==> config.mk <==
export PLATFORM = sky130hd
export DESIGN_NAME = decode_top
export DESIGN_NICKNAME = d
export VERILOG_FILES = /design/src/hw/decode_pkg.sv /design/src/hw/inst_classify.sv /design/src/hw/operand_select.sv /design/src/hw/branch_target.sv /design/src/hw/decode_regs.sv /design/src/hw/decode_top.sv
export VERILOG_INCLUDE_DIRS = /design/src /design/src/hw
export SDC_FILE = /design/constraint.sdc
export NUM_CORES = 1
export LEC_CHECK = 0
export ABC_AREA = 1
export ABC_CLOCK_PERIOD_IN_PS = 3650
export BUFFER_PORTS_ARGS = -buffer_cell sky130_fd_sc_hd__buf_2
export CAP_MARGIN = 0
export CORE_AREA = 4 4 215 217
export DETAILED_ROUTE_END_ITERATION = 6
export DIE_AREA = 0 0 219 221
export GPL_ROUTABILITY_DRIVEN = 0
export SYNTH_ARGS = -nofsm -noshare
export SYNTH_HDL_FRONTEND = slang
export SYNTH_SLANG_ARGS = --single-unit
==> constraint.sdc <==
create_clock -name clk -period 3.65 [get_ports clk]
set_clock_uncertainty 0.05 [all_clocks]
set_input_delay 0.73 -clock clk [delete_from_list [all_inputs] [get_ports clk]]
set_output_delay 0.73 -clock clk [all_outputs]
set_load 0.01 [all_outputs]
==> src/hw/decode_params.svh <==
`ifndef DECODE_PARAMS_SVH
`define DECODE_PARAMS_SVH

// datapath widths, fixed by the MIPS32 encoding
`define WORD_W 32
`define REG_IDX_W 5
`define EXC_W 5

// link register for jal, jalr, bgezal, bltzal
`define LINK_REG 31

// exception codes
`define EXC_SYS 8
`define EXC_BP 9
`define EXC_RI 10

// bus register byte addresses
`define ADDR_INST 8'h00
`define ADDR_PC 8'h04
`define ADDR_RS 8'h08
`define ADDR_RT 8'h0C
`define ADDR_FEXC 8'h10
`define ADDR_CTRL 8'h14
`define ADDR_ALU_A 8'h18
`define ADDR_ALU_B 8'h1C
`define ADDR_TARGET 8'h20
`define ADDR_DEST 8'h24

// field positions in the DEST read value
`define DEST_WE_BIT 8
`define DEST_EXC_LSB 16

`endif

==> src/hw/decode_pkg.sv <==
`default_nettype none
`include "decode_params.svh"

package decode_pkg;

    typedef logic [`WORD_W-1:0] word_t;
    typedef logic [`REG_IDX_W-1:0] reg_idx_t;
    typedef logic [`EXC_W-1:0] exc_code_t;
    typedef logic [7:0] bus_addr_t;

    // one-hot operation flags, op_add sits at bit 0
    typedef struct packed {
        logic branch_jump;
        logic jump;
        logic br_gez;
        logic br_ltz;
        logic br_lez;
        logic br_gtz;
        logic br_ne;
        logic br_eq;
        logic op_link;
        logic op_srl;
        logic op_sra;
        logic op_sll;
        logic op_xor;
        logic op_or;
        logic op_nor;
        logic op_lui;
        logic op_and;
        logic op_sltu;
        logic op_slt;
        logic op_subu;
        logic op_sub;
        logic op_addu;
        logic op_add;
    } decode_ctrl_t;

    // ack handshake
    typedef enum logic [0:0] {
        BUS_IDLE,
        BUS_ACK
    } bus_state_t;

endpackage

`default_nettype wire

==> src/hw/inst_classify.sv <==
`default_nettype none
`include "decode_params.svh"

module inst_classify
    import decode_pkg::*;
(
    input  wire word_t     inst,
    input  wire word_t     pc,
    input  wire exc_code_t fetch_exc,
    output decode_ctrl_t   ctrl,
    output logic           write_reg,
    output exc_code_t      exc_code
);

    wire [5:0] opcode = inst[31:26];
    wire [5:0] funct = inst[5:0];
    wire [4:0] sa = inst[10:6];
    wire reg_idx_t rs = inst[25:21];
    wire reg_idx_t rt = inst[20:16];
    wire reg_idx_t rd = inst[15:11];

    // nothing decodes from a misaligned fetch
    wire aligned = (pc[1:0] == 2'b00);
    wire special = aligned & (opcode == 6'b000000);
    wire regimm = aligned & (opcode == 6'b000001);
    wire r_alu = special & (sa == 5'd0);
    wire r_shift = special & (rs == 5'd0);

    wire m_add = r_alu & (funct == 6'b100000);
    wire m_addu = r_alu & (funct == 6'b100001);
    wire m_sub = r_alu & (funct == 6'b100010);
    wire m_subu = r_alu & (funct == 6'b100011);
    wire m_and = r_alu & (funct == 6'b100100);
    wire m_or = r_alu & (funct == 6'b100101);
    wire m_xor = r_alu & (funct == 6'b100110);
    wire m_nor = r_alu & (funct == 6'b100111);
    wire m_slt = r_alu & (funct == 6'b101010);
    wire m_sltu = r_alu & (funct == 6'b101011);
    wire m_sll = r_shift & (funct == 6'b000000);
    wire m_srl = r_shift & (funct == 6'b000010);
    wire m_sra = r_shift & (funct == 6'b000011);
    wire m_sllv = r_alu & (funct == 6'b000100);
    wire m_srlv = r_alu & (funct == 6'b000110);
    wire m_srav = r_alu & (funct == 6'b000111);
    wire m_jr = r_alu & (rt == 5'd0) & (rd == 5'd0) & (funct == 6'b001000);
    wire m_jalr = r_alu & (rt == 5'd0) & (funct == 6'b001001);
    wire m_syscall = special & (funct == 6'b001100);
    wire m_break = special & (funct == 6'b001101);

    wire m_addi = aligned & (opcode == 6'b001000);
    wire m_addiu = aligned & (opcode == 6'b001001);
    wire m_slti = aligned & (opcode == 6'b001010);
    wire m_sltiu = aligned & (opcode == 6'b001011);
    wire m_andi = aligned & (opcode == 6'b001100);
    wire m_ori = aligned & (opcode == 6'b001101);
    wire m_xori = aligned & (opcode == 6'b001110);
    wire m_lui = aligned & (opcode == 6'b001111) & (rs == 5'd0);

    wire m_beq = aligned & (opcode == 6'b000100);
    wire m_bne = aligned & (opcode == 6'b000101);
    wire m_blez = aligned & (opcode == 6'b000110) & (rt == 5'd0);
    wire m_bgtz = aligned & (opcode == 6'b000111) & (rt == 5'd0);
    wire m_bltz = regimm & (rt == 5'b00000);
    wire m_bgez = regimm & (rt == 5'b00001);
    wire m_bltzal = regimm & (rt == 5'b10000);
    wire m_bgezal = regimm & (rt == 5'b10001);
    wire m_j = aligned & (opcode == 6'b000010);
    wire m_jal = aligned & (opcode == 6'b000011);

    always_comb
    begin
        ctrl.op_add = m_add | m_addi;
        ctrl.op_addu = m_addu | m_addiu;
        ctrl.op_sub = m_sub;
        ctrl.op_subu = m_subu;
        ctrl.op_slt = m_slt | m_slti;
        ctrl.op_sltu = m_sltu | m_sltiu;
        ctrl.op_and = m_and | m_andi;
        ctrl.op_lui = m_lui;
        ctrl.op_nor = m_nor;
        ctrl.op_or = m_or | m_ori;
        ctrl.op_xor = m_xor | m_xori;
        ctrl.op_sll = m_sll | m_sllv;
        ctrl.op_sra = m_sra | m_srav;
        ctrl.op_srl = m_srl | m_srlv;
        ctrl.op_link = m_jal | m_jalr | m_bgezal | m_bltzal;
        ctrl.br_eq = m_beq;
        ctrl.br_ne = m_bne;
        ctrl.br_gtz = m_bgtz;
        ctrl.br_lez = m_blez;
        ctrl.br_ltz = m_bltz | m_bltzal;
        ctrl.br_gez = m_bgez | m_bgezal;
        ctrl.jump = m_j | m_jal | m_jr | m_jalr;
        ctrl.branch_jump = ctrl.br_eq | ctrl.br_ne | ctrl.br_gtz | ctrl.br_lez
                         | ctrl.br_ltz | ctrl.br_gez | ctrl.jump;
    end

    // every ALU and shift flag plus the link forms
    assign write_reg = (|ctrl[14:0]);

    always_comb
    begin
        if (m_break)
            exc_code = `EXC_BP;
        else if (m_syscall)
            exc_code = `EXC_SYS;
        else if (aligned & ~(|ctrl))
            exc_code = `EXC_RI;
        else
            exc_code = fetch_exc;
    end

endmodule

`default_nettype wire

==> src/hw/operand_select.sv <==
`default_nettype none
`include "decode_params.svh"

module operand_select
    import decode_pkg::*;
(
    input  wire word_t          inst,
    input  wire word_t          rs_value,
    input  wire word_t          rt_value,
    input  wire decode_ctrl_t   ctrl,
    output word_t               alu_a,
    output word_t               alu_b,
    output reg_idx_t            dest
);

    wire [5:0] opcode = inst[31:26];
    wire [15:0] imm = inst[15:0];
    wire [4:0] sa = inst[10:6];

    // immediate forms have a nonzero opcode
    wire is_imm = (opcode != 6'b000000);
    wire is_shift = ctrl.op_sll | ctrl.op_sra | ctrl.op_srl;
    // funct bit 2 marks sllv, srlv, srav
    wire shift_var = inst[2];
    wire is_alu = ctrl.op_add | ctrl.op_addu | ctrl.op_sub | ctrl.op_subu | ctrl.op_slt
                | ctrl.op_sltu | ctrl.op_and | ctrl.op_nor | ctrl.op_or | ctrl.op_xor;

    assign alu_a = is_shift ? rt_value : rs_value;

    always_comb
    begin
        if (is_imm & (ctrl.op_add | ctrl.op_addu | ctrl.op_slt | ctrl.op_sltu))
            alu_b = {{(`WORD_W-16){imm[15]}}, imm};
        else if (is_imm & (ctrl.op_and | ctrl.op_or | ctrl.op_xor))
            alu_b = {{(`WORD_W-16){1'b0}}, imm};
        else if (ctrl.op_lui)
            alu_b = {imm, 16'h0000};
        else if (is_shift & ~shift_var)
            alu_b = {{(`WORD_W-5){1'b0}}, sa};
        else if (is_shift)
            alu_b = rs_value;
        else
            alu_b = rt_value;
    end

    always_comb
    begin
        if (~is_imm & (is_alu | is_shift))
            dest = inst[15:11];
        else if (ctrl.op_link)
            dest = `LINK_REG;
        else
            dest = inst[20:16];
    end

endmodule

`default_nettype wire

==> src/hw/branch_target.sv <==
`default_nettype none
`include "decode_params.svh"

module branch_target
    import decode_pkg::*;
(
    input  wire word_t        inst,
    input  wire word_t        pc,
    input  wire word_t        rs_value,
    input  wire decode_ctrl_t ctrl,
    output word_t             target
);

    wire [15:0] offset = inst[15:0];
    wire word_t delay_slot = pc + 32'd4;
    wire word_t branch_addr = delay_slot + {{14{offset[15]}}, offset, 2'b00};

    wire is_branch = ctrl.br_eq | ctrl.br_ne | ctrl.br_gtz | ctrl.br_lez
                   | ctrl.br_ltz | ctrl.br_gez;
    // jr and jalr live in the special opcode
    wire is_reg_jump = ctrl.jump & (inst[31:26] == 6'b000000);

    always_comb
    begin
        if (is_branch)
            target = branch_addr;
        else if (is_reg_jump)
            target = rs_value;
        else if (ctrl.jump)
            target = {delay_slot[31:28], inst[25:0], 2'b00};
        else
            target = '0;
    end

endmodule

`default_nettype wire

==> src/hw/decode_regs.sv <==
`default_nettype none
`include "decode_params.svh"

module decode_regs
    import decode_pkg::*;
(
    input  wire            clk,
    input  wire            reset,
    input  wire            wb_cyc,
    input  wire            wb_stb,
    input  wire            wb_we,
    input  wire bus_addr_t wb_adr,
    input  wire word_t     wb_dat_w,
    input  wire decode_ctrl_t ctrl,
    input  wire            write_reg,
    input  wire exc_code_t exc_code,
    input  wire word_t     alu_a,
    input  wire word_t     alu_b,
    input  wire reg_idx_t  dest,
    input  wire word_t     target,
    output word_t          wb_dat_r,
    output logic           wb_ack,
    output word_t          inst,
    output word_t          pc,
    output word_t          rs_value,
    output word_t          rt_value,
    output exc_code_t      fetch_exc
);

    bus_state_t state;
    logic req;
    word_t rd_mux;
    word_t dest_word;

    // only accept while idle, so every access costs two cycles
    assign req = wb_cyc & wb_stb & (state == BUS_IDLE);
    assign wb_ack = (state == BUS_ACK);

    always_ff @(posedge clk)
    begin
        if (reset)
            state <= BUS_IDLE;
        else
        begin
            case (state)
                BUS_IDLE:
                begin
                    if (req)
                        state <= BUS_ACK;
                end
                default: state <= BUS_IDLE;
            endcase
        end
    end

    always_ff @(posedge clk)
    begin
        if (reset)
        begin
            inst <= '0;
            pc <= '0;
            rs_value <= '0;
            rt_value <= '0;
            fetch_exc <= '0;
        end
        else if (req & wb_we)
        begin
            case (wb_adr)
                `ADDR_INST: inst <= wb_dat_w;
                `ADDR_PC: pc <= wb_dat_w;
                `ADDR_RS: rs_value <= wb_dat_w;
                `ADDR_RT: rt_value <= wb_dat_w;
                `ADDR_FEXC: fetch_exc <= wb_dat_w[`EXC_W-1:0];
                default: ;
            endcase
        end
    end

    always_comb
    begin
        dest_word = '0;
        dest_word[`REG_IDX_W-1:0] = dest;
        dest_word[`DEST_WE_BIT] = write_reg;
        dest_word[`DEST_EXC_LSB +: `EXC_W] = exc_code;
    end

    always_comb
    begin
        case (wb_adr)
            `ADDR_INST: rd_mux = inst;
            `ADDR_PC: rd_mux = pc;
            `ADDR_RS: rd_mux = rs_value;
            `ADDR_RT: rd_mux = rt_value;
            `ADDR_FEXC: rd_mux = word_t'(fetch_exc);
            `ADDR_CTRL: rd_mux = word_t'(ctrl);
            `ADDR_ALU_A: rd_mux = alu_a;
            `ADDR_ALU_B: rd_mux = alu_b;
            `ADDR_TARGET: rd_mux = target;
            `ADDR_DEST: rd_mux = dest_word;
            default: rd_mux = '0;
        endcase
    end

    // read data captured with the request, held through the ack
    always_ff @(posedge clk)
    begin
        if (req)
            wb_dat_r <= rd_mux;
    end

endmodule

`default_nettype wire

==> src/hw/decode_top.sv <==
`default_nettype none
`include "decode_params.svh"

module decode_top
    import decode_pkg::*;
(
    input  wire            clk,
    input  wire            reset,
    input  wire            wb_cyc,
    input  wire            wb_stb,
    input  wire            wb_we,
    input  wire bus_addr_t wb_adr,
    input  wire word_t     wb_dat_w,
    output word_t          wb_dat_r,
    output logic           wb_ack
);

    word_t inst;
    word_t pc;
    word_t rs_value;
    word_t rt_value;
    exc_code_t fetch_exc;
    decode_ctrl_t ctrl;
    logic write_reg;
    exc_code_t exc_code;
    word_t alu_a;
    word_t alu_b;
    reg_idx_t dest;
    word_t target;

    decode_regs i_regs (
        .clk(clk), .reset(reset),
        .wb_cyc(wb_cyc), .wb_stb(wb_stb), .wb_we(wb_we),
        .wb_adr(wb_adr), .wb_dat_w(wb_dat_w),
        .ctrl(ctrl), .write_reg(write_reg), .exc_code(exc_code),
        .alu_a(alu_a), .alu_b(alu_b), .dest(dest), .target(target),
        .wb_dat_r(wb_dat_r), .wb_ack(wb_ack),
        .inst(inst), .pc(pc), .rs_value(rs_value), .rt_value(rt_value),
        .fetch_exc(fetch_exc)
    );

    inst_classify i_classify (
        .inst(inst), .pc(pc), .fetch_exc(fetch_exc),
        .ctrl(ctrl), .write_reg(write_reg), .exc_code(exc_code)
    );

    operand_select i_operands (
        .inst(inst), .rs_value(rs_value), .rt_value(rt_value), .ctrl(ctrl),
        .alu_a(alu_a), .alu_b(alu_b), .dest(dest)
    );

    branch_target i_target (
        .inst(inst), .pc(pc), .rs_value(rs_value), .ctrl(ctrl),
        .target(target)
    );

endmodule

`default_nettype wire

==> reports/qor.csv, run 1 <==
stage,metric,value,unit
global_route,track_usage,0.231,
worst_setup_path,reg2reg_depth,20,
synth,synth_cell_type_count,56,
sta,final_max_slew_viol_count,0,
drt,wl_met2,24.8,mm
sta,timing.final.setup_violations,0,
die,core.rowCount,77,
pwr,power_per_cell_area,260,nW/um^2
worst_setup_path,regToRegStartpoint,i_regs.pc[2],
placed_design,post-place-ws,-0.0982,ns
sta,timing_hold_violations_final,0,
run_status,status,"complete, no violations",
sta,max_slew_margin,0.247,
die,initial_utilization,0.297,
synth,yosys_register_bits,166,
drt,via_count,15600,
final_layout,layout_common_cells,"nand2_1, nor2_1, inv_1",
drt,detailroute.wirelength.met3,6.75,mm
worst_hold_path,hold_critical_path_endpoint,i_regs.fetch_exc[1],
cts,tritoncts,built,
synth,post_synthesis_net_count,2159,
worst_setup_path,crit_type,flip-flop to flip-flop,
cts,clk-insertion-delay-late,0.47,ns
cts,numCtsBuffers,17,
cts,cts.root.buffer_cell,clkbuf_16,
cts,cts_hold_buf,0,
synth,avgSynthCellArea,6.29,um^2
worst_setup_path,critPathSlowestCell,ha_2,
sta,setup_total_neg_slack,0,ns
cts,cts_max_level,4,
worst_hold_path,worstHoldStart,i_regs.fetch_exc[1],
die,die-height,221,um
drt,wire_per_inst,21.2,um
worst_setup_path,path_max_fanout,5,
synth,synth_sequential_area_ratio,0.278,
global_route,grt_pass1_vias,14100,
global_route,antenna_found_initial,2,
pwr,vdd_drop_max,0.315,mV
final_layout,layout.nets,2241,
die,core,44100,um^2
die,die_area,48400,um^2
worst_setup_path,regToRegEndpoint,i_regs.wb_dat_r[22],
sta,setup_repair_after_global_routing_missed_its_margin,yes,
flow_run,maxCapViolCount,0,
synth,synth.yosys.warnings,0,
die,die_boundary_width,219,um
synth,synth-edff-count,32,
synth,async_flop_share,0,
cts,cts.sinks,166,
worst_setup_path,timing.critical_path.slowest_cell_delay,0.40,ns
worst_setup_path,critical_path.cell_chain,ha_2 -> nand3_2 -> inv_2 -> nand2_2 -> nor3_4 -> nand4_1 -> buf_4 -> xor2_1 -> ha_2 -> nand2_2 -> nor2_2 -> inv_2 -> nor2_4 -> nand3_1 -> nand3_1 -> nand2_1 -> a21oi_2 -> nor2_1 -> nor2_1 -> nand2_1,
worst_setup_path,cp-start-kind,flip-flop,
worst_setup_path,regToRegSetupSlack,0.04,ns
drt,top_layer_reached_by_signal_wires,met5,
drt,drt_pass1_iterations,6,
synth,syn-cell-area,13100,um^2
global_route,grt_first_pass_wirelength,86.6,mm
synth,synth_flop_cell,dfxtp_1,
final_layout,antenna_fix_cells,0,
sta,finalCritPeriodShare,0.990,
placed_design,port-buffer-count,77,
drt,via_per_inst,5.62,
sta,slew_at_the_pin_with_the_worst_max_slew_slack,1.13,ns
die,io_pins,78,
global_route,grt_start_max_net_pins,74,
worst_hold_path,holdPathStages,2,
global_route,globalRouteOverflowTotal,0,
final_layout,leading_cell_type_in_the_layout_fill_and_taps_excluded,nand2_1,
drt,route.final.wire_length,58.7,mm
drt,drc,0,
drt,drt_iter0_markers,2071,
worst_setup_path,worstPathRequired,3.82,ns
sta,fin_crit,3.61,ns
final_layout,area_growth,16.3,%
cts,clk_transition_reported_paths,0.08,ns
pwr,p_leak,6.36,nW
final_layout,layout-drive-gt1-share,0.157,
drt,wirelength_met1,23.8,mm
worst_setup_path,critical_path_arrival,3.79,ns
sta,timing.final.ws_setup,0.0378,ns
drt,antenna_violating_nets_post_route,0,
worst_hold_path,hold_path.class,flip-flop to flip-flop,
cts,cts-root-to-sink-buffers,2,
synth,count_of_mapped_cells_out_of_synthesis,2083,
sta,max_clock_freq,0.277,GHz
placed_design,dpl.hpwl,43.4,mm
worst_setup_path,critPathCaptureType,flip-flop,
cells by family (layout without fill, tap and decap cells):
group	Yosys count	count (layout)	synth area share
and+or+nand+nor	1091	1091	0.362
AOI/OAI and AO/OA	434	434	0.206
buffers and inverters	329	424	0.103
DFF	166	166	0.278
adders and majority gates	31	31	0.0302
xor gates and xnor gates	31	31	0.0207
muxes	1	1	0.000764
state kept, by name, indices dropped and copies added, names as in the netlist:
register	count
i_regs.fetch_exc	5
i_regs.rs_value	32
i_regs.wb_ack	1
i_regs.wb_dat_r	32
i_regs.pc	32
i_regs.inst	32
i_regs.rt_value	32
through the flow:
stage / cell area [um^2] / utilization / hold WS, ns / total power, mW / instances
after global placement: 14400 / 0.326 / 0.428 / 2.08 / 2734
after CTS: 15000 / 0.340 / 0.439 / 3.95 / 2766
after floorplan: 13100 / - / 0.404 / 1.99 / 2083
final: 15200 / 0.346 / 0.439 / 3.96 / 2770
after global routing: 15200 / 0.346 / 0.460 / 4.03 / 2770
after detailed placement: 14400 / 0.326 / 0.427 / 2.08 / 2734
final cells by class:
class                           instances  area (um^2)
Clock inverter                         14          151
Inverter                              239          897
Clock buffer                           18          439
Tap cell                              592          741
Fill cell                            4847        28900
Sequential cell                       166         3650
Timing Repair Buffer                  153          996
Multi-Input combinational cell       1588         8370
worst max-delay path by stage:
stage / endpoint / slack [ns] / depth (start not counted) / start
final: i_regs.wb_dat_r[22] / 0.04 / 20 / i_regs.pc[2]
after global routing: i_regs.wb_dat_r[23] / -0.05 / 22 / i_regs.pc[2]
after CTS: i_regs.wb_dat_r[29] / 0.03 / 22 / i_regs.pc[4]
after detailed placement: i_regs.wb_dat_r[24] / -0.1 / 21 / i_regs.pc[3]
after global placement: i_regs.wb_dat_r[29] / 0.02 / 20 / i_regs.pc[3]
after floorplan: i_regs.wb_dat_r[23] / 0.40 / 23 / i_regs.pc[3]
cells in the mapped netlist, types with 4 or more instances:
library cell,count,area (um^2)
buf_2,17,85.1
edfxtp_1,32,961
xnor2_1,9,78.8
a221oi_1,4,35.0
inv_1,216,811
nand2_2,17,106
nand3_2,4,40.0
a211oi_1,108,811
dfxtp_1,134,2680
inv_2,21,78.8
o21ai_0,81,405
nand2_4,4,45.0
nor3_1,32,160
buf_6,5,56.3
nand2_1,519,1950
nor2_4,10,113
o22ai_1,25,156
o21ai_1,25,125
xor2_1,22,193
nand3b_1,7,52.6
nand3_1,172,861
o21bai_1,4,30.0
clkbuf_1,61,229
o2111ai_1,6,52.6
nor2_1,273,1020
o21ai_2,10,87.6
o211ai_1,30,225
nor2_2,13,81.3
a21oi_1,126,631
ha_1,30,375
nand4_1,27,169
where the power goes:
group / total [mW] / internal, mW / leakage, nW / switching, mW
clock: 1.92 / 1.03 / 0.291 / 0.882
combinational: 0.160 / 0.0392 / 4.68 / 0.121
sequential: 1.88 / 1.88 / 1.39 / 0.00593
routing by layer:
layer / up-vias / GRT usage
li1: 7147 / -
met1: 7182 / 0.312
met4: 6 / 0.118
met5: - / 0.00505
met2: 1024 / 0.340
met3: 204 / 0.0569
worst max-delay path: cells and delay by family (launching register included):
kind / cells / cell delay [ns]
adders and majority gates: 2 / 0.61
DFF: 1 / 0.35
xor gates and xnor gates: 1 / 0.15
and+or+nand+nor: 13 / 1.63
buffers and inverters: 3 / 0.39
AOI/OAI and AO/OA: 1 / 0.19
timing repair:
| action | in CTS | in global routing |
|---|---|---|
| buffers inserted | 0 | 4 |
| endpoints found under the setup margin | 7 | 18 |
| pin swaps | 0 | 18 |
| gates resized for setup | 5 | 72 |
Power figures use the tool's default switching activity.
==> run 2, diff against run 1 <==
--- a/config.mk
+++ b/config.mk
@@ -6,13 +6,12 @@
 export SDC_FILE = /design/constraint.sdc
 export NUM_CORES = 1
 export LEC_CHECK = 0
-export ABC_AREA = 1
 export ABC_CLOCK_PERIOD_IN_PS = 3650
 export BUFFER_PORTS_ARGS = -buffer_cell sky130_fd_sc_hd__buf_2
 export CAP_MARGIN = 0
-export CORE_AREA = 4 4 215 217
+export CORE_AREA = 4 4 198 200
 export DETAILED_ROUTE_END_ITERATION = 6
-export DIE_AREA = 0 0 219 221
+export DIE_AREA = 0 0 202 204
 export GPL_ROUTABILITY_DRIVEN = 0
 export SYNTH_ARGS = -nofsm -noshare
 export SYNTH_HDL_FRONTEND = slang
==> reports/qor.csv, run 2 <==
stage,metric,value,unit
run_status,violations,setup timing,
worst_setup_path,cp-start-kind,flip-flop,
drt,drt_iter0_markers,2001,
cts,clk-insertion-delay-late,0.46,ns
pwr,p_leak,5.07,nW
synth,synth.largest_area_cell,dfxtp_1,
global_route,grt_start_max_net_pins,76,
final_layout,post-route-util,0.366,
sta,max_slew_margin,0.374,
synth,area_share_of_the_largest_cell_type_after_synthesis,0.241,
final_layout,layout-drive-gt1-share,0.197,
synth,yosys_register_bits,166,
final_layout,leading_cell_type_in_the_layout_fill_and_taps_excluded,nand2_1,
pwr,share_seq_of_total_power,0.499,
synth,synth_most_common_cell,nand2_1,
pwr,netSwitchingPower,919,uW
worst_setup_path,critPathCaptureType,flip-flop,
final_layout,antenna_fix_cells,0,
synth,count_of_mapped_cells_out_of_synthesis,1488,
global_route,antenna_found_initial,1,
drt,drc,0,
synth,post_synthesis_net_count,1564,
drt,via_count,12800,
global_route,grt_first_pass_wirelength,72.6,mm
placed_design,post-place-ws,-0.223,ns
worst_setup_path,setup.worst_path.start,i_regs.inst[28],
die,core.rowCount,71,
synth,synth_sequential_area_ratio,0.327,
synth,synth_cell_type_count,81,
worst_setup_path,crit_type,flip-flop to flip-flop,
final_layout,layout_common_cells,"nand2_1, a21oi_1, buf_4",
cts,cts.sinks,166,
synth,post_synth_main_area_contributors,"dfxtp_1, nand2_1, edfxtp_1, a21oi_1, ha_1",
pwr,vdd_drop_max,0.276,mV
pwr,power.internal,2.86,mW
worst_setup_path,regToRegStartpoint,i_regs.inst[28],
global_route,grt_pass1_vias,11800,
drt,drt_pass1_iterations,6,
synth,avgSynthCellArea,7.49,um^2
pwr,combPwrFrac,0.038,
run_status,status,"finished, violations left",
pwr,switching_share,0.243,
sta,final_max_slew_viol_count,0,
sta,slew_at_the_pin_with_the_worst_max_slew_slack,0.936,ns
final_layout,n_fill_cell,3942,
cts,cts.root.buffer_cell,clkbuf_16,
synth,synth.yosys.warnings,0,
cts,tritoncts,built,
sta,timing.final.setup_violations,1,
die,die_area,41200,um^2
pwr,power_per_cell_area,276,nW/um^2
sta,max_clock_freq,0.272,GHz
placed_design,dpl.hpwl,36.7,mm
flow_run,maxCapViolCount,0,
worst_setup_path,worstPathRequired,3.76,ns
synth,synth_flop_cell,dfxtp_1,
drt,wire_per_inst,22.6,um
worst_setup_path,path_max_fanout,5,
die,io_pins,78,
sta,timing.final.ws_setup,-0.0210,ns
die,initial_utilization,0.298,
placed_design,port-buffer-count,77,
placed_design,placed_cells,2123,
final_layout,area_growth,22.8,%
final_layout,fin_cells,2161,
worst_setup_path,critical_path_arrival,3.79,ns
drt,via_per_inst,5.91,
cts,cts-root-to-sink-buffers,2,
drt,antenna_violating_nets_post_route,0,
sta,finalCritPeriodShare,1.01,
worst_hold_path,worstHoldStart,i_regs.rt_value[5],
synth,ys_top_cells_by_count,"nand2_1, a21oi_1, dfxtp_1",
global_route,globalRouteOverflowTotal,0,
drt,route.final.wire_length,48.9,mm
synth,async_flop_share,0,
cts,numCtsBuffers,17,
pwr,power.clock.fraction,0.463,
worst_hold_path,hold_path.class,flip-flop to flip-flop,
cts,cts_max_level,4,
global_route,track_usage,0.228,
final_layout,layout.nets,1713,
die,die_boundary_width,202,um
synth,syn-cell-area,11100,um^2
sta,fin_crit,3.67,ns
die,core,37400,um^2
die,die-height,204,um
synth,synth-edff-count,32,
sta,timing_hold_violations_final,0,
cts,clk_transition_reported_paths,0.07,ns
[run 2: kinds of logic after synthesis]
| family | after synthesis | share of synthesized area |
|---|---|---|
| AOI/OAI and AO/OA | 451 | 0.268 |
| xor gates and xnor gates | 48 | 0.0377 |
| adders and majority gates | 31 | 0.0355 |
| buffers and inverters | 118 | 0.0416 |
| DFF | 166 | 0.327 |
| muxes | 28 | 0.0258 |
| and+or+nand+nor | 646 | 0.264 |
[run 2: power by group through the flow]
| stage | sequential, mW | combinational [mW] | clock (mW) |
|---|---|---|---|
| after floorplan | 1.93 | 0.0407 | 0 |
| after global placement | 1.93 | 0.140 | 0 |
| after detailed placement | 1.93 | 0.141 | 0 |
| after CTS | 1.88 | 0.141 | 1.77 |
| after global routing | 1.88 | 0.152 | 1.84 |
| final | 1.88 | 0.143 | 1.75 |
[run 2: path summary, 6_finish.rpt]
path                                       endpoint  slack, ns  cells after the start
worst max-delay path            i_regs.wb_dat_r[27]      -0.02                      7
worst min-delay path             i_regs.rt_value[5]       0.41                      2
worst max register to register  i_regs.wb_dat_r[27]      -0.02                      7
worst min register to register   i_regs.rt_value[5]       0.41                      2
[run 2: timing repair]
action,4_1_cts,5_1_grt
setup endpoints to repair,2,14
hold buffers,0,0
pin swaps,0,18
gates resized for setup,5,31
setup buffers,0,6
[run 2: cell type report]
type                            instances  area [um^2]  share of cell area
Clock buffer                           20          468              0.0342
Clock inverter                         12         91.3             0.00668
Inverter                               17         63.8             0.00467
Multi-Input combinational cell       1204         7160               0.523
Sequential cell                       166         3650               0.267
Tap cell                              511          639              0.0467
Timing Repair Buffer                  231         1610               0.118
[run 2: routing by layer]
metal | track usage | share of wire | wire (um) | vias up
met2 | 0.346 | 0.42 | 20800 | 887
met5 | 0 | 0.00027 | 13 | -
met1 | 0.302 | 0.40 | 19700 | 5957
li1 | - | - | - | 5749
met3 | 0.0728 | 0.12 | 6070 | 187
met4 | 0.0916 | 0.049 | 2370 | 2
[run 2: metrics by stage]
step	setup TNS [ns]	hold slack, ns	power [mW]	area (um^2)
global route	-0.0186	0.444	3.88	13700
finish	-0.0210	0.411	3.77	13700
detailed placement	-0.313	0.401	2.07	13000
CTS	-0.0198	0.410	3.80	13500
global placement	-0.0354	0.394	2.07	13000
floorplan	0	0.386	1.97	11100
[run 2: worst max-delay path, stage by stage, from the launching register on]
cell and delay (ns):
dfxtp_1 0.33, nor4_4 0.54, nand4b_1 0.37, or4_1 0.75, a21o_1 0.36, o21bai_1 0.40
a221oi_1 0.37, o221ai_1 0.22
==> run 3, diff against run 2 <==
--- a/config.mk
+++ b/config.mk
@@ -6,7 +6,7 @@
 export SDC_FILE = /design/constraint.sdc
 export NUM_CORES = 1
 export LEC_CHECK = 0
-export ABC_CLOCK_PERIOD_IN_PS = 3650
+export ABC_CLOCK_PERIOD_IN_PS = 3900
 export BUFFER_PORTS_ARGS = -buffer_cell sky130_fd_sc_hd__buf_2
 export CAP_MARGIN = 0
 export CORE_AREA = 4 4 198 200
==> constraint.sdc (replaced) <==
create_clock -name clk -period 3.9 [get_ports clk]
set_clock_uncertainty 0.05 [all_clocks]
set_input_delay 0.78 -clock clk [delete_from_list [all_inputs] [get_ports clk]]
set_output_delay 0.78 -clock clk [all_outputs]
set_load 0.01 [all_outputs]
==> reports/qor.csv, run 3 (synthesis gave the netlist of run 2 again) <==
stage,metric,value,unit
cts,tritoncts,built,
sta,timing.final.setup_violations,0,
drt,drc,0,
worst_setup_path,cell_family_with_the_largest_share_of_critical_path_delay,simple AND/OR/NAND/NOR gates,
pwr,share_seq_of_total_power,0.469,
sta,timing_hold_violations_final,0,
final_layout,layout-drive-gt1-share,0.169,
worst_setup_path,critical_path.cell_chain,and2_1 -> and4_1 -> nand2_1 -> buf_4 -> xnor2_1 -> ha_1 -> nand3_1 -> or4_1 -> a21o_1 -> nand3_1 -> a31oi_1 -> xnor2_1 -> o221ai_1 -> a311o_1,
worst_setup_path,regToRegEndpoint,i_regs.wb_dat_r[20],
run_status,status,"complete, no violations",
pwr,design_power_total,3.76,mW
pwr,power.clock.fraction,0.497,
drt,drt_iter0_markers,2041,
sta,final_max_slew_viol_count,0,
final_layout,fin_cells,2122,
cts,clk_transition_reported_paths,0.08,ns
die,die-height,204,um
sta,fin_crit,3.73,ns
sta,fin_worst_hold_slack,0.420,ns
global_route,grt_first_pass_wirelength,73.0,mm
worst_setup_path,cp_num_cells,14,
drt,wire_per_inst,22.9,um
global_route,grt_start_max_net_pins,72,
worst_setup_path,setup.worst_path.start,i_regs.pc[3],
worst_setup_path,crit_type,flip-flop to flip-flop,
final_layout,layout_common_cells,"nand2_1, a21oi_1, dfxtp_1",
sta,max_slew_margin,0.318,
global_route,track_usage,0.229,
die,die_area,41200,um^2
drt,via_count,12700,
worst_setup_path,reg2reg_depth,14,
pwr,combPwrFrac,0.035,
die,initial_utilization,0.298,
placed_design,dpl.hpwl,36.8,mm
die,die_boundary_width,202,um
flow_run,maxCapViolCount,0,
cts,cts.sinks,166,
worst_setup_path,cp-start-kind,flip-flop,
drt,antenna_violating_nets_post_route,0,
sta,max_clock_freq,0.268,GHz
worst_setup_path,regToRegStartpoint,i_regs.pc[3],
drt,via_per_inst,5.98,
worst_setup_path,timing.critical_path.slowest_cell_delay,0.53,ns
worst_setup_path,worstPathRequired,4.06,ns
sta,timing.final.ws_setup,0.173,ns
worst_hold_path,hold_path.class,flip-flop to flip-flop,
pwr,netSwitchingPower,858,uW
global_route,globalRouteOverflowTotal,0,
worst_setup_path,path_max_fanout,5,
worst_setup_path,worstPathBufferInverterCount,1,
pwr,power_per_cell_area,282,nW/um^2
final_layout,layout.nets,1674,
worst_setup_path,critPathCaptureType,flip-flop,
final_layout,leading_cell_type_in_the_layout_fill_and_taps_excluded,nand2_1,
final_layout,antenna_fix_cells,0,
cts,cts_max_level,4,
placed_design,placed_cells,2085,
pwr,power.internal,2.91,mW
die,core.rowCount,71,
drt,drt_pass1_iterations,7,
cts,cts-root-to-sink-buffers,2,
die,core,37400,um^2
drt,route.final.wire_length,48.6,mm
global_route,grt_pass1_vias,11700,
worst_setup_path,timing.critical_path.to,i_regs.wb_dat_r[20],
pwr,switching_share,0.228,
worst_setup_path,regToRegSetupSlack,0.17,ns
cts,numCtsBuffers,17,
final_layout,area_growth,20.0,%
pwr,vdd_drop_max,0.282,mV
worst_setup_path,critPathSlowestCell,or4_1,
cts,clk-insertion-delay-late,0.46,ns
sta,finalCritPeriodShare,0.956,
worst_setup_path,critical_path_arrival,3.88,ns
placed_design,port-buffer-count,77,
worst_hold_path,worstHoldStart,i_regs.rt_value[5],
placed_design,post-place-ws,-0.0736,ns
pwr,p_leak,4.88,nW
die,io_pins,78,
cts,cts.root.buffer_cell,clkbuf_16,
sta,slew_at_the_pin_with_the_worst_max_slew_slack,0.997,ns
final_layout,post-route-util,0.357,
worst_hold_path,holdPathStages,2,
global_route,antenna_found_initial,0,
-- run 3: timing repair --
| item | 4_1_cts | 5_1_grt |
|---|---|---|
| hold buffers | 0 | 0 |
| pin swaps | 0 | 7 |
| setup buffers | 0 | 5 |
| gates resized for setup | 2 | 18 |
| setup endpoints to repair | 1 | 9 |
-- run 3: per-stage QoR --
step	instance area, um^2	setup TNS [ns]
after floorplan	11100	0
after global placement	12600	0
after detailed placement	12600	-0.0736
after CTS	13300	0
after global routing	13400	-0.00671
final	13400	0
-- run 3: power groups by stage --
stage	clock network, mW	logic [mW]	registers [mW]
2_1_floorplan	0	0.0381	1.81
3_3_place_gp	0	0.127	1.80
3_5_place_dp	0	0.129	1.80
4_1_cts	1.90	0.129	1.76
5_1_grt	1.95	0.140	1.76
6_report	1.87	0.130	1.76
-- run 3: final cells by class --
class | count | area, um^2
tap | 511 | 639
timing repair buffer | 192 | 1280
inverter | 17 | 63.8
fill | 3940 | 24000
sequential | 166 | 3640
clock buffer | 24 | 504
multi-input combinational | 1204 | 7110
clock inverter | 8 | 133
-- run 3: worst min-delay path by stage --
stage	end	slack [ns]
after floorplan	i_regs.rt_value[10]	0.39
after global placement	i_regs.rt_value[1]	0.40
after detailed placement	i_regs.rt_value[5]	0.41
after CTS	i_regs.rt_value[5]	0.42
after global routing	i_regs.rt_value[1]	0.45
final	i_regs.rt_value[5]	0.42
-- run 3: metal layers --
| metal | share of wire | wire length [um] | GRT usage | vias to the layer above |
|---|---|---|---|---|
| met2 | 0.43 | 20700 | 0.346 | 871 |
| met5 | 0 | 0 | 0 | - |
| met1 | 0.40 | 19300 | 0.305 | 5930 |
| li1 | - | - | - | 5671 |
| met3 | 0.13 | 6130 | 0.0666 | 216 |
| met4 | 0.052 | 2540 | 0.0977 | 0 |
-- run 3: worst register-to-register path: cells and delay by family (launching register included) --
family,cells,cell delay (ns)
AND/OR/NAND/NOR,6,1.36
buffers and inverters,1,0.18
XOR/XNOR,2,0.33
flip-flops,1,0.37
adder cells (fa/ha/maj),1,0.37
AO/OA/AOI/OAI,4,0.83
